<file path="config.mk">
export PLATFORM = sky130hd
export DESIGN_NAME = s16b_main_io
export DESIGN_NICKNAME = d
export VERILOG_FILES = /design/src/hdl/s16b_pkg.sv /design/src/hdl/s16b_mem_decode.sv /design/src/hdl/s16b_cab_io.sv /design/src/hdl/s16b_video_regs.sv /design/src/hdl/s16b_read_mux.sv /design/src/hdl/s16b_main_io.sv
export SDC_FILE = /design/constraint.sdc
export NUM_CORES = 1
export LEC_CHECK = 0
export BUFFER_PORTS_ARGS = -buffer_cell sky130_fd_sc_hd__buf_2
export CORE_MARGIN = 4
export CORE_UTILIZATION = 44
export CTS_CLUSTER_SIZE = 30
export DETAILED_ROUTE_END_ITERATION = 8
export PLACE_DENSITY = 0.84
export SLEW_MARGIN = 25
export SYNTH_ARGS = -nofsm -noshare
export SYNTH_HDL_FRONTEND = slang
export SYNTH_SLANG_ARGS = --single-unit
</file>
<file path="constraint.sdc">
create_clock -name clk -period 2.82 [get_ports clk]
set_clock_uncertainty 0.15 [all_clocks]
set_input_delay 0.141 -clock clk [delete_from_list [all_inputs] [get_ports clk]]
set_output_delay 0.141 -clock clk [all_outputs]
set_load 0.005 [all_outputs]
</file>
<file path="src/hdl/s16b_pkg.sv">
package s16b_pkg;

    // One 68000 bus cycle, A0 is carried by the two data strobes
    typedef struct packed {
        logic [23:1] addr;
        logic        as_n;
        logic        rnw;
        logic        uds_n;
        logic        lds_n;
        logic [15:0] dout;   // CPU write data
    } cpu_bus_t;

    // Registered chip selects, at most one high per cycle
    typedef struct packed {
        logic rom;
        logic ram;
        logic vram;
        logic text;
        logic objram;
        logic pal;
        logic io;
        logic tbank;   // Tile bank port on 5521/5704 boards
    } chip_sel_t;

    typedef struct packed {
        logic [7:0] joystick1;
        logic [7:0] joystick2;
        logic [7:0] joystick3;
        logic [7:0] joystick4;
        logic [7:0] ana1;      // High bytes of the analog inputs
        logic [7:0] ana2;
        logic [7:0] ana3;
        logic [7:0] ana4;
        logic [3:0] start;
        logic [3:0] coin;
        logic       service;
        logic [2:0] spare;     // Held at 1
    } cab_in_t;

    typedef struct packed {
        logic [7:0] dipsw_a;
        logic [7:0] dipsw_b;
        logic       dip_test;
        logic       dip_pause;
    } dip_t;

    // Fixed map, region is A22..A20. Regions 0 to 2 hold the program ROM
    localparam logic [2:0] REG_RAM  = 3'd3;
    localparam logic [2:0] REG_ORAM = 3'd4;
    localparam logic [2:0] REG_VRAM = 3'd5;
    localparam logic [2:0] REG_PAL  = 3'd6;
    localparam logic [2:0] REG_IO   = 3'd7;

    localparam logic [7:0] GAME_HWCHAMP  = 8'h01;
    localparam logic [7:0] GAME_PASSSHT  = 8'h02;
    localparam logic [7:0] GAME_BULLET   = 8'h11;
    localparam logic [7:0] GAME_SDI      = 8'h12;
    localparam logic [7:0] GAME_PASSSHT2 = 8'h13;  // Passing Shot (J)
    localparam logic [7:0] GAME_PASSSHT3 = 8'h18;
    localparam logic [7:0] GAME_DEFENSE  = 8'h19;

    localparam logic [7:0] IDLE_BYTE = 8'hff;   // Undriven cabinet port

endpackage

</file>
<file path="src/hdl/s16b_mem_decode.sv">
`timescale 1ns/100ps

module s16b_mem_decode (
    input  logic                clk,
    input  logic                rst,
    input  s16b_pkg::cpu_bus_t  bus,
    input  logic [7:0]          game_id,
    output s16b_pkg::chip_sel_t sel,
    output logic [17:0]         rom_addr
);

    logic [2:0] region;
    logic       strobe;    // Either data strobe active
    logic [1:0] rom_enc;   // ROM bank from the region number
    logic       rom_reg;
    logic       large_5358;

    assign region     = bus.addr[22:20];
    assign strobe     = !bus.uds_n || !bus.lds_n;
    assign rom_reg    = region < s16b_pkg::REG_RAM;
    assign large_5358 = game_id == 8'h10 || game_id == 8'h1a;

    // Selects follow AS, one edge late
    always_ff @(posedge clk or posedge rst) begin
        if (rst) begin
            sel <= '0;
        end else if (!bus.as_n) begin
            sel.rom    <= rom_reg && bus.rnw;
            sel.ram    <= strobe && region == s16b_pkg::REG_RAM;
            sel.vram   <= strobe && region == s16b_pkg::REG_VRAM && !bus.addr[16];
            sel.text   <= region == s16b_pkg::REG_VRAM && bus.addr[16];
            sel.objram <= region == s16b_pkg::REG_ORAM;
            sel.pal    <= region == s16b_pkg::REG_PAL;
            sel.io     <= region == s16b_pkg::REG_IO;
            sel.tbank  <= region == 3'd2 && !bus.rnw;   // Write only
        end else begin
            sel <= '0;
        end
    end

    always_comb begin
        case (region)
            3'd1:    rom_enc = 2'd1;
            3'd2:    rom_enc = 2'd2;
            default: rom_enc = 2'd0;
        endcase
    end

    // Program ROM layout depends on the board type
    always_comb begin
        casez (game_id[7:3])
            5'b001??: begin   // 5797
                rom_addr = bus.addr[18:1];
            end
            5'b0001?: begin   // 5358
                if (large_5358) begin
                    rom_addr = {rom_enc, bus.addr[16:1]};
                end else begin
                    rom_addr = {1'b0, rom_enc, bus.addr[15:1]};
                end
            end
            5'b00001: begin   // Korean boards
                rom_addr = {1'b0, bus.addr[17:1]};
            end
            default: begin    // 5521 and 5704
                rom_addr = {rom_enc[0], bus.addr[17:1]};
            end
        endcase
    end

endmodule

</file>
<file path="src/hdl/s16b_cab_io.sv">
`timescale 1ns/100ps

module s16b_cab_io (
    input  logic                clk,
    input  logic                rst,
    input  s16b_pkg::cpu_bus_t  bus,
    input  s16b_pkg::chip_sel_t sel,
    input  logic [7:0]          game_id,
    input  s16b_pkg::cab_in_t   cab,
    input  s16b_pkg::dip_t      dip,
    output logic [7:0]          cab_dout
);

    logic       last_io;     // I/O select on the previous edge
    logic [7:0] ana_shift;   // Heavy Champion analog port
    logic [8:0] ana_sum;
    logic       is_bullet;
    logic       is_passsht;
    logic       bus_wr;
    logic       grp3_on;
    logic [7:0] sys_byte;
    logic [7:0] sort1;
    logic [7:0] sort2;
    logic [7:0] sort3;

    // Board wiring of the joystick lines
    function automatic logic [7:0] sort_joy(input logic [7:0] joy);
        sort_joy = {joy[1:0], joy[3:2], joy[7], joy[5:4], joy[6]};
    endfunction

    function automatic logic [7:0] pass_joy(input logic [7:0] joy);
        pass_joy = {joy[7:4], joy[1:0], joy[3:2]};
    endfunction

    function automatic logic [7:0] swap_nib(input logic [7:0] b);
        swap_nib = {b[3:0], b[7:4]};
    endfunction

    assign is_bullet  = game_id == s16b_pkg::GAME_BULLET;
    assign is_passsht = game_id == s16b_pkg::GAME_PASSSHT ||
                        game_id == s16b_pkg::GAME_PASSSHT2 ||
                        game_id == s16b_pkg::GAME_PASSSHT3;
    assign bus_wr     = !bus.rnw && (!bus.lds_n || !bus.uds_n);
    assign grp3_on    = bus.addr[9:8] == 2'b10;

    // Sign extended so the halved sum stays in range
    assign ana_sum = {cab.ana1[7], cab.ana1} + {cab.ana2[7], cab.ana2};

    assign sort1 = sort_joy(cab.joystick1);
    assign sort2 = sort_joy(cab.joystick2);
    assign sort3 = sort_joy(cab.joystick3);

    always_comb begin
        sys_byte = {2'b11, cab.start[1:0], cab.service, dip.dip_test, cab.coin[1:0]};
        if (is_bullet) begin
            sys_byte[7:6] = {cab.coin[2], cab.start[2]};
        end else if (is_passsht) begin
            sys_byte[7:6] = cab.start[3:2];
        end
    end

    always_ff @(posedge clk or posedge rst) begin
        if (rst) begin
            cab_dout  <= s16b_pkg::IDLE_BYTE;
            last_io   <= 1'b0;
            ana_shift <= s16b_pkg::IDLE_BYTE;
        end else begin
            last_io  <= sel.io;
            cab_dout <= s16b_pkg::IDLE_BYTE;
            if (sel.io) begin
                case (bus.addr[13:12])
                    2'd1: begin
                        case (bus.addr[2:1])
                            2'd0: cab_dout <= sys_byte;
                            2'd1: cab_dout <= is_bullet ? swap_nib(sort1) : sort1;
                            2'd2: begin
                                if (is_bullet) cab_dout <= swap_nib(sort3);
                            end
                            default: cab_dout <= is_bullet ? swap_nib(sort2) : sort2;
                        endcase
                    end
                    2'd2: cab_dout <= bus.addr[1] ? dip.dipsw_a : dip.dipsw_b;
                    2'd3: begin
                        if (grp3_on) begin
                            case (game_id)
                                s16b_pkg::GAME_HWCHAMP: begin
                                    if (bus_wr) begin
                                        case (bus.addr[2:1])
                                            2'd0: ana_shift <= ana_sum[8:1];
                                            2'd1: ana_shift <= cab.ana1;
                                            2'd2: ana_shift <= cab.ana2;
                                            default: ana_shift <= 8'hff;
                                        endcase
                                    end else if (!last_io) begin
                                        // One bit per read, MSB first
                                        ana_shift <= ana_shift << 1;
                                        cab_dout  <= {7'd0, ana_shift[7]};
                                    end else begin
                                        cab_dout <= cab_dout;   // Hold until cycle ends
                                    end
                                end
                                s16b_pkg::GAME_PASSSHT2: begin
                                    case (bus.addr[2:1])
                                        2'd0: cab_dout <= pass_joy(cab.joystick1);
                                        2'd1: cab_dout <= pass_joy(cab.joystick2);
                                        2'd2: cab_dout <= pass_joy(cab.joystick3);
                                        default: cab_dout <= pass_joy(cab.joystick4);
                                    endcase
                                end
                                s16b_pkg::GAME_SDI, s16b_pkg::GAME_DEFENSE: begin
                                    case (bus.addr[2:1])
                                        2'd0: cab_dout <= cab.ana1;   // 1P
                                        2'd1: cab_dout <= cab.ana2;
                                        2'd2: cab_dout <= cab.ana3;   // 2P
                                        default: cab_dout <= cab.ana4;
                                    endcase
                                end
                                default: ;
                            endcase
                        end
                    end
                    default: ;   // Group 0 is the video control port
                endcase
            end
        end
    end

endmodule

</file>
<file path="src/hdl/s16b_video_regs.sv">
`timescale 1ns/100ps

module s16b_video_regs (
    input  logic                clk,
    input  logic                rst,
    input  s16b_pkg::cpu_bus_t  bus,
    input  s16b_pkg::chip_sel_t sel,
    output logic                flip,
    output logic                video_en,
    output logic [5:0]          tile_bank
);

    logic low_wr;     // Low byte write strobe
    logic ctrl_wr;
    logic tbank_wr;

    assign low_wr   = !bus.rnw && !bus.lds_n;
    assign ctrl_wr  = low_wr && sel.io && bus.addr[13:12] == 2'd0;
    assign tbank_wr = low_wr && sel.tbank;

    always_ff @(posedge clk or posedge rst) begin
        if (rst) begin
            flip     <= 1'b0;
            video_en <= 1'b1;   // Display on out of reset
        end else if (ctrl_wr) begin
            flip     <= bus.dout[6];
            video_en <= bus.dout[5];
        end
    end

    // A1 picks the upper or lower half of the bank
    always_ff @(posedge clk or posedge rst) begin
        if (rst) begin
            tile_bank <= 6'd0;
        end else if (tbank_wr) begin
            if (bus.addr[1]) begin
                tile_bank[5:3] <= bus.dout[2:0];
            end else begin
                tile_bank[2:0] <= bus.dout[2:0];
            end
        end
    end

endmodule

</file>
<file path="src/hdl/s16b_read_mux.sv">
`timescale 1ns/100ps

module s16b_read_mux (
    input  logic                clk,
    input  logic                rst,
    input  s16b_pkg::chip_sel_t sel,
    input  logic [15:0]         rom_data,
    input  logic                rom_ok,
    input  logic [15:0]         ram_data,
    input  logic                ram_ok,
    input  logic [15:0]         text_dout,
    input  logic [15:0]         pal_dout,
    input  logic [15:0]         obj_dout,
    input  logic [7:0]          cab_dout,
    output logic [15:0]         cpu_din,
    output logic                bus_ready
);

    logic io_wait;     // Extra stage while cab_dout settles
    logic ready_nxt;

    always_comb begin
        ready_nxt = ((sel.ram || sel.vram) && ram_ok) ||
                    (sel.rom && rom_ok) ||
                    sel.text || sel.pal || sel.objram || sel.tbank ||
                    (sel.io && io_wait);
    end

    always_ff @(posedge clk or posedge rst) begin
        if (rst) begin
            cpu_din   <= 16'hffff;
            bus_ready <= 1'b0;
            io_wait   <= 1'b0;
        end else begin
            io_wait   <= sel.io;
            bus_ready <= ready_nxt;
            if (sel.ram || sel.vram) begin
                cpu_din <= ram_data;
            end else if (sel.rom) begin
                cpu_din <= rom_data;
            end else if (sel.text) begin
                cpu_din <= text_dout;
            end else if (sel.pal) begin
                cpu_din <= pal_dout;
            end else if (sel.objram) begin
                cpu_din <= obj_dout;
            end else if (sel.io) begin
                cpu_din <= {8'hff, cab_dout};
            end
            // Unmapped cycles keep the last value
        end
    end

endmodule

</file>
<file path="src/hdl/s16b_main_io.sv">
`timescale 1ns/100ps

module s16b_main_io (
    input  logic                clk,
    input  logic                rst,

    input  s16b_pkg::cpu_bus_t  bus,
    input  logic [7:0]          game_id,
    input  s16b_pkg::cab_in_t   cab,
    input  s16b_pkg::dip_t      dip,

    // Read data from the memories and video blocks
    input  logic [15:0]         rom_data,
    input  logic                rom_ok,
    input  logic [15:0]         ram_data,
    input  logic                ram_ok,
    input  logic [15:0]         text_dout,
    input  logic [15:0]         pal_dout,
    input  logic [15:0]         obj_dout,

    output s16b_pkg::chip_sel_t sel,
    output logic [17:0]         rom_addr,
    output logic [15:0]         cpu_din,
    output logic                bus_ready,
    output logic                flip,
    output logic                video_en,
    output logic [5:0]          tile_bank,
    output logic                halt_n
);

    logic [7:0] cab_dout;

    assign halt_n = dip.dip_pause;   // Pause DIP holds the CPU

    s16b_mem_decode u_decode (
        .clk      (clk),
        .rst      (rst),
        .bus      (bus),
        .game_id  (game_id),
        .sel      (sel),
        .rom_addr (rom_addr)
    );

    s16b_cab_io u_cab (
        .clk      (clk),
        .rst      (rst),
        .bus      (bus),
        .sel      (sel),
        .game_id  (game_id),
        .cab      (cab),
        .dip      (dip),
        .cab_dout (cab_dout)
    );

    s16b_video_regs u_video (
        .clk       (clk),
        .rst       (rst),
        .bus       (bus),
        .sel       (sel),
        .flip      (flip),
        .video_en  (video_en),
        .tile_bank (tile_bank)
    );

    s16b_read_mux u_rdmux (
        .clk       (clk),
        .rst       (rst),
        .sel       (sel),
        .rom_data  (rom_data),
        .rom_ok    (rom_ok),
        .ram_data  (ram_data),
        .ram_ok    (ram_ok),
        .text_dout (text_dout),
        .pal_dout  (pal_dout),
        .obj_dout  (obj_dout),
        .cab_dout  (cab_dout),
        .cpu_din   (cpu_din),
        .bus_ready (bus_ready)
    );

endmodule

</file>
==> results.yml <==
run_status:
  outcome: "complete, no violations"
global_routing:
  grt_use_met3_pct: 5.34
  grt_usage_pct: 27.5
  grt_pass1_vias: 5054
  antenna_found_initial: 2
  grt_max_degree: 48
  grt_pass1_wl_um: 25600
  grtUsageMet1_pct: 33.7
  grt.busiest_layer: "met2"
  met2_usage_pct: 47.7
  grt_overflow: 0
pwr:
  switchingPower_uw: 671
  p_per_area_nw_per_um2: 336
  leakagePower_uw: 0.00288
  power.clock.fraction_pct: 20.7
  combPwrFrac_pct: 38.6
  swShare_pct: 31.4
  p_int_uw: 1470
  seqPwrFrac_pct: 40.7
  peakVddDrop_uv: 226
  power.total_uw: 2140
placed_design:
  routabilityCongestion: 0.904
  dp_hpwl_um: 13700
  io_buffers: 243
  dpl_cell_area_sq_um: 5750
  place_ws_ps: 328
synthesis:
  muxShareOfSynthArea_pct: 16.8
  syn_avg_cell_area_sq_um: 8.71
  synth-compound-area-share_pct: 28.6
  synthSimpleGateAreaFrac_pct: 16.0
  synth_fa_ha_area_share_pct: 2.37
  synth.area.top_cells: "dfstp_2 19%, dfrtp_1 9.4%, mux4_2 7.9%, a21oi_1 5.1%, mux2i_1 5.1%"
  yosysTopAreaCellShare_pct: 19.1
  syn_area_sq_um: 4540
  async_reset_ff_share_pct: 100
  synth_area_leader_cell: "dfstp_2"
  ys.flop_type: "dfstp_2"
  syn_nets: 758
  synth-xor-area-share_pct: 0.579
  netlist_instances: 521
  ys_ff_latch: 50
  yosysSeqAreaShare_pct: 28.5
  synth_edf_count: 0
  synth_top_family_by_area: "compound AO/OA/AOI/OAI gates"
  synth_cell_types: 69
  yosys_warnings: 0
clock_tree:
  hold_buffers: 51
  cts-root-buf: "clkbuf_8"
  cts_resized: 0
  cts_tree: "yes"
  cts_buffers: 5
  clock_sinks: 50
  htree_levels: 2
  clkTransAtPathRegs_ps: 90
  clk_latency_ps: 300
  cts_setup_buffers: 0
  cts_max_path_buffers: 2
cells_and_area:
  area_growth_pct: 40.1
  layout-drive-gt1-share_pct: 43.5
  final_common_cell: "buf_2"
  utilization_pct: 64.2
  final_area_sq_um: 6360
  nets: 1023
  layout_common_cells: "243 x buf_2, 55 x nand2_1, 51 x dlygate4sd3_1"
sta:
  finalWorstSetupSlack_ps: 126
  fmax_mhz: 371
  hold_viol_final: 0
  finalCriticalPeriod_ps: 2690
  final.setup.tns_ps: 0
  rsz0062_at_grt: "no"
  worst_slew_pin_slew_ps: 834
  slew_headroom_pct: 44.3
  setup_violations: 0
  final_max_slew_viol_count: 0
  fin_crit_sh_pct: 95.5
floorplanning:
  core-area_sq_um: 9910
  num_io_pins: 281
  die_w_um: 110
  die_area_sq_um: 12000
  num_rows: 36
  start_util_pct: 45.8
  die_height_um: 110
setup_path:
  crit_fanout: 14
  end_kind: "flop"
  required_ps: 2910
  cp.arrival_ps: 2780
  path_class: "flop to flop"
  setup.worst_path.start_class: "flop"
route:
  dr_total_vias: 5488
  dr.pass1.iters: 6
  viasPerCell: 5.95
  wl_per_cell_um: 19.0
  drtIter0Drc: 491
  route.detailed.drc: 0
  postRouteAntennaNets: 0
  totalWireLength_um: 17600
hold_path:
  hp-class: "input pin to flop"
flow_run:
  max-cap-violations: 0
metal layers:
metal | share of wire [%] | vias to the layer above
li1 | - | 2523
met1 | 39 | 2581
met2 | 49 | 345
met3 | 8.7 | 39
met4 | 3.1 | 0
met5 | 0 | -
path summary, 6_finish.rpt:
check / cells past startpoint / to / slack (ps) / from
max: 5 / u_rdmux.cpu_din[11] / 130 / u_decode.sel[3]
min: 3 / u_rdmux.cpu_din[10] / 30 / rom_data[10]
max reg2reg: 5 / u_rdmux.cpu_din[11] / 130 / u_decode.sel[3]
min reg2reg: 2 / u_cab.ana_shift[6] / 320 / u_cab.ana_shift[6]
max in group asynchronous: 4 / u_cab.cab_dout[2] / 1500 / rst
min in group asynchronous: 3 / u_video.flip / 360 / rst
worst max-delay path, cell delays in order, from the launching register on:
cell	delay, ps
dfrtp_1	380
or4_1	570
or3_1	630
o22ai_1	260
a21oi_1	70
dlygate4sd3_1	570
cell usage after synthesis, types with 14 or more instances:
master,count
a21oi_1,46
a22oi_1,15
buf_4,18
clkbuf_1,20
dfrtp_1,17
dfstp_2,33
mux2_2,14
mux2i_1,23
mux4_2,16
nand2_1,55
nor2_1,35
o211ai_1,15
o21ai_0,42
o22ai_1,19
layout make-up:
class	count	area (sq um)
inverter	10	38.8
clock inverter	1	5.00
fill	829	3550
antenna	3	7.51
multi-input combinational	410	2920
clock buffer	7	86.3
sequential	50	1290
tap	133	166
timing repair buffer	309	1840
through the flow:
stage,hold WS [ps],std cells
finish,26.1,923
global route,17.1,922
CTS,15.9,920
detailed placement,132,861
global placement,132,861
floorplan,61.5,521
flip-flops by register name, summed over array words and instances (netlist names):
name	count
u_cab.ana_shift	8
u_cab.cab_dout	8
u_decode.sel	8
u_rdmux.bus_ready	1
u_rdmux.cpu_din	16
u_rdmux.io_wait	1
u_video.flip	1
u_video.tile_bank	6
u_video.video_en	1
cell families (layout without fill, tap and decap cells):
logic type | after synthesis | count (layout)
AOI/OAI and AO/OA | 199 | 199
and+or+nand+nor | 146 | 146
buffers and inverters | 61 | 327
muxes | 54 | 54
DFF | 50 | 50
adders and majority gates | 8 | 8
xor gates and xnor gates | 3 | 3
other | 0 | 3
power groups by stage:
stage	registers [uW]	clock network [uW]	logic (uW)
2_1_floorplan	884	0	366
3_3_place_gp	876	0	684
3_5_place_dp	882	0	700
4_1_cts	869	450	812
5_1_grt	877	480	896
6_report	871	442	824
Power figures use the tool's default switching activity.
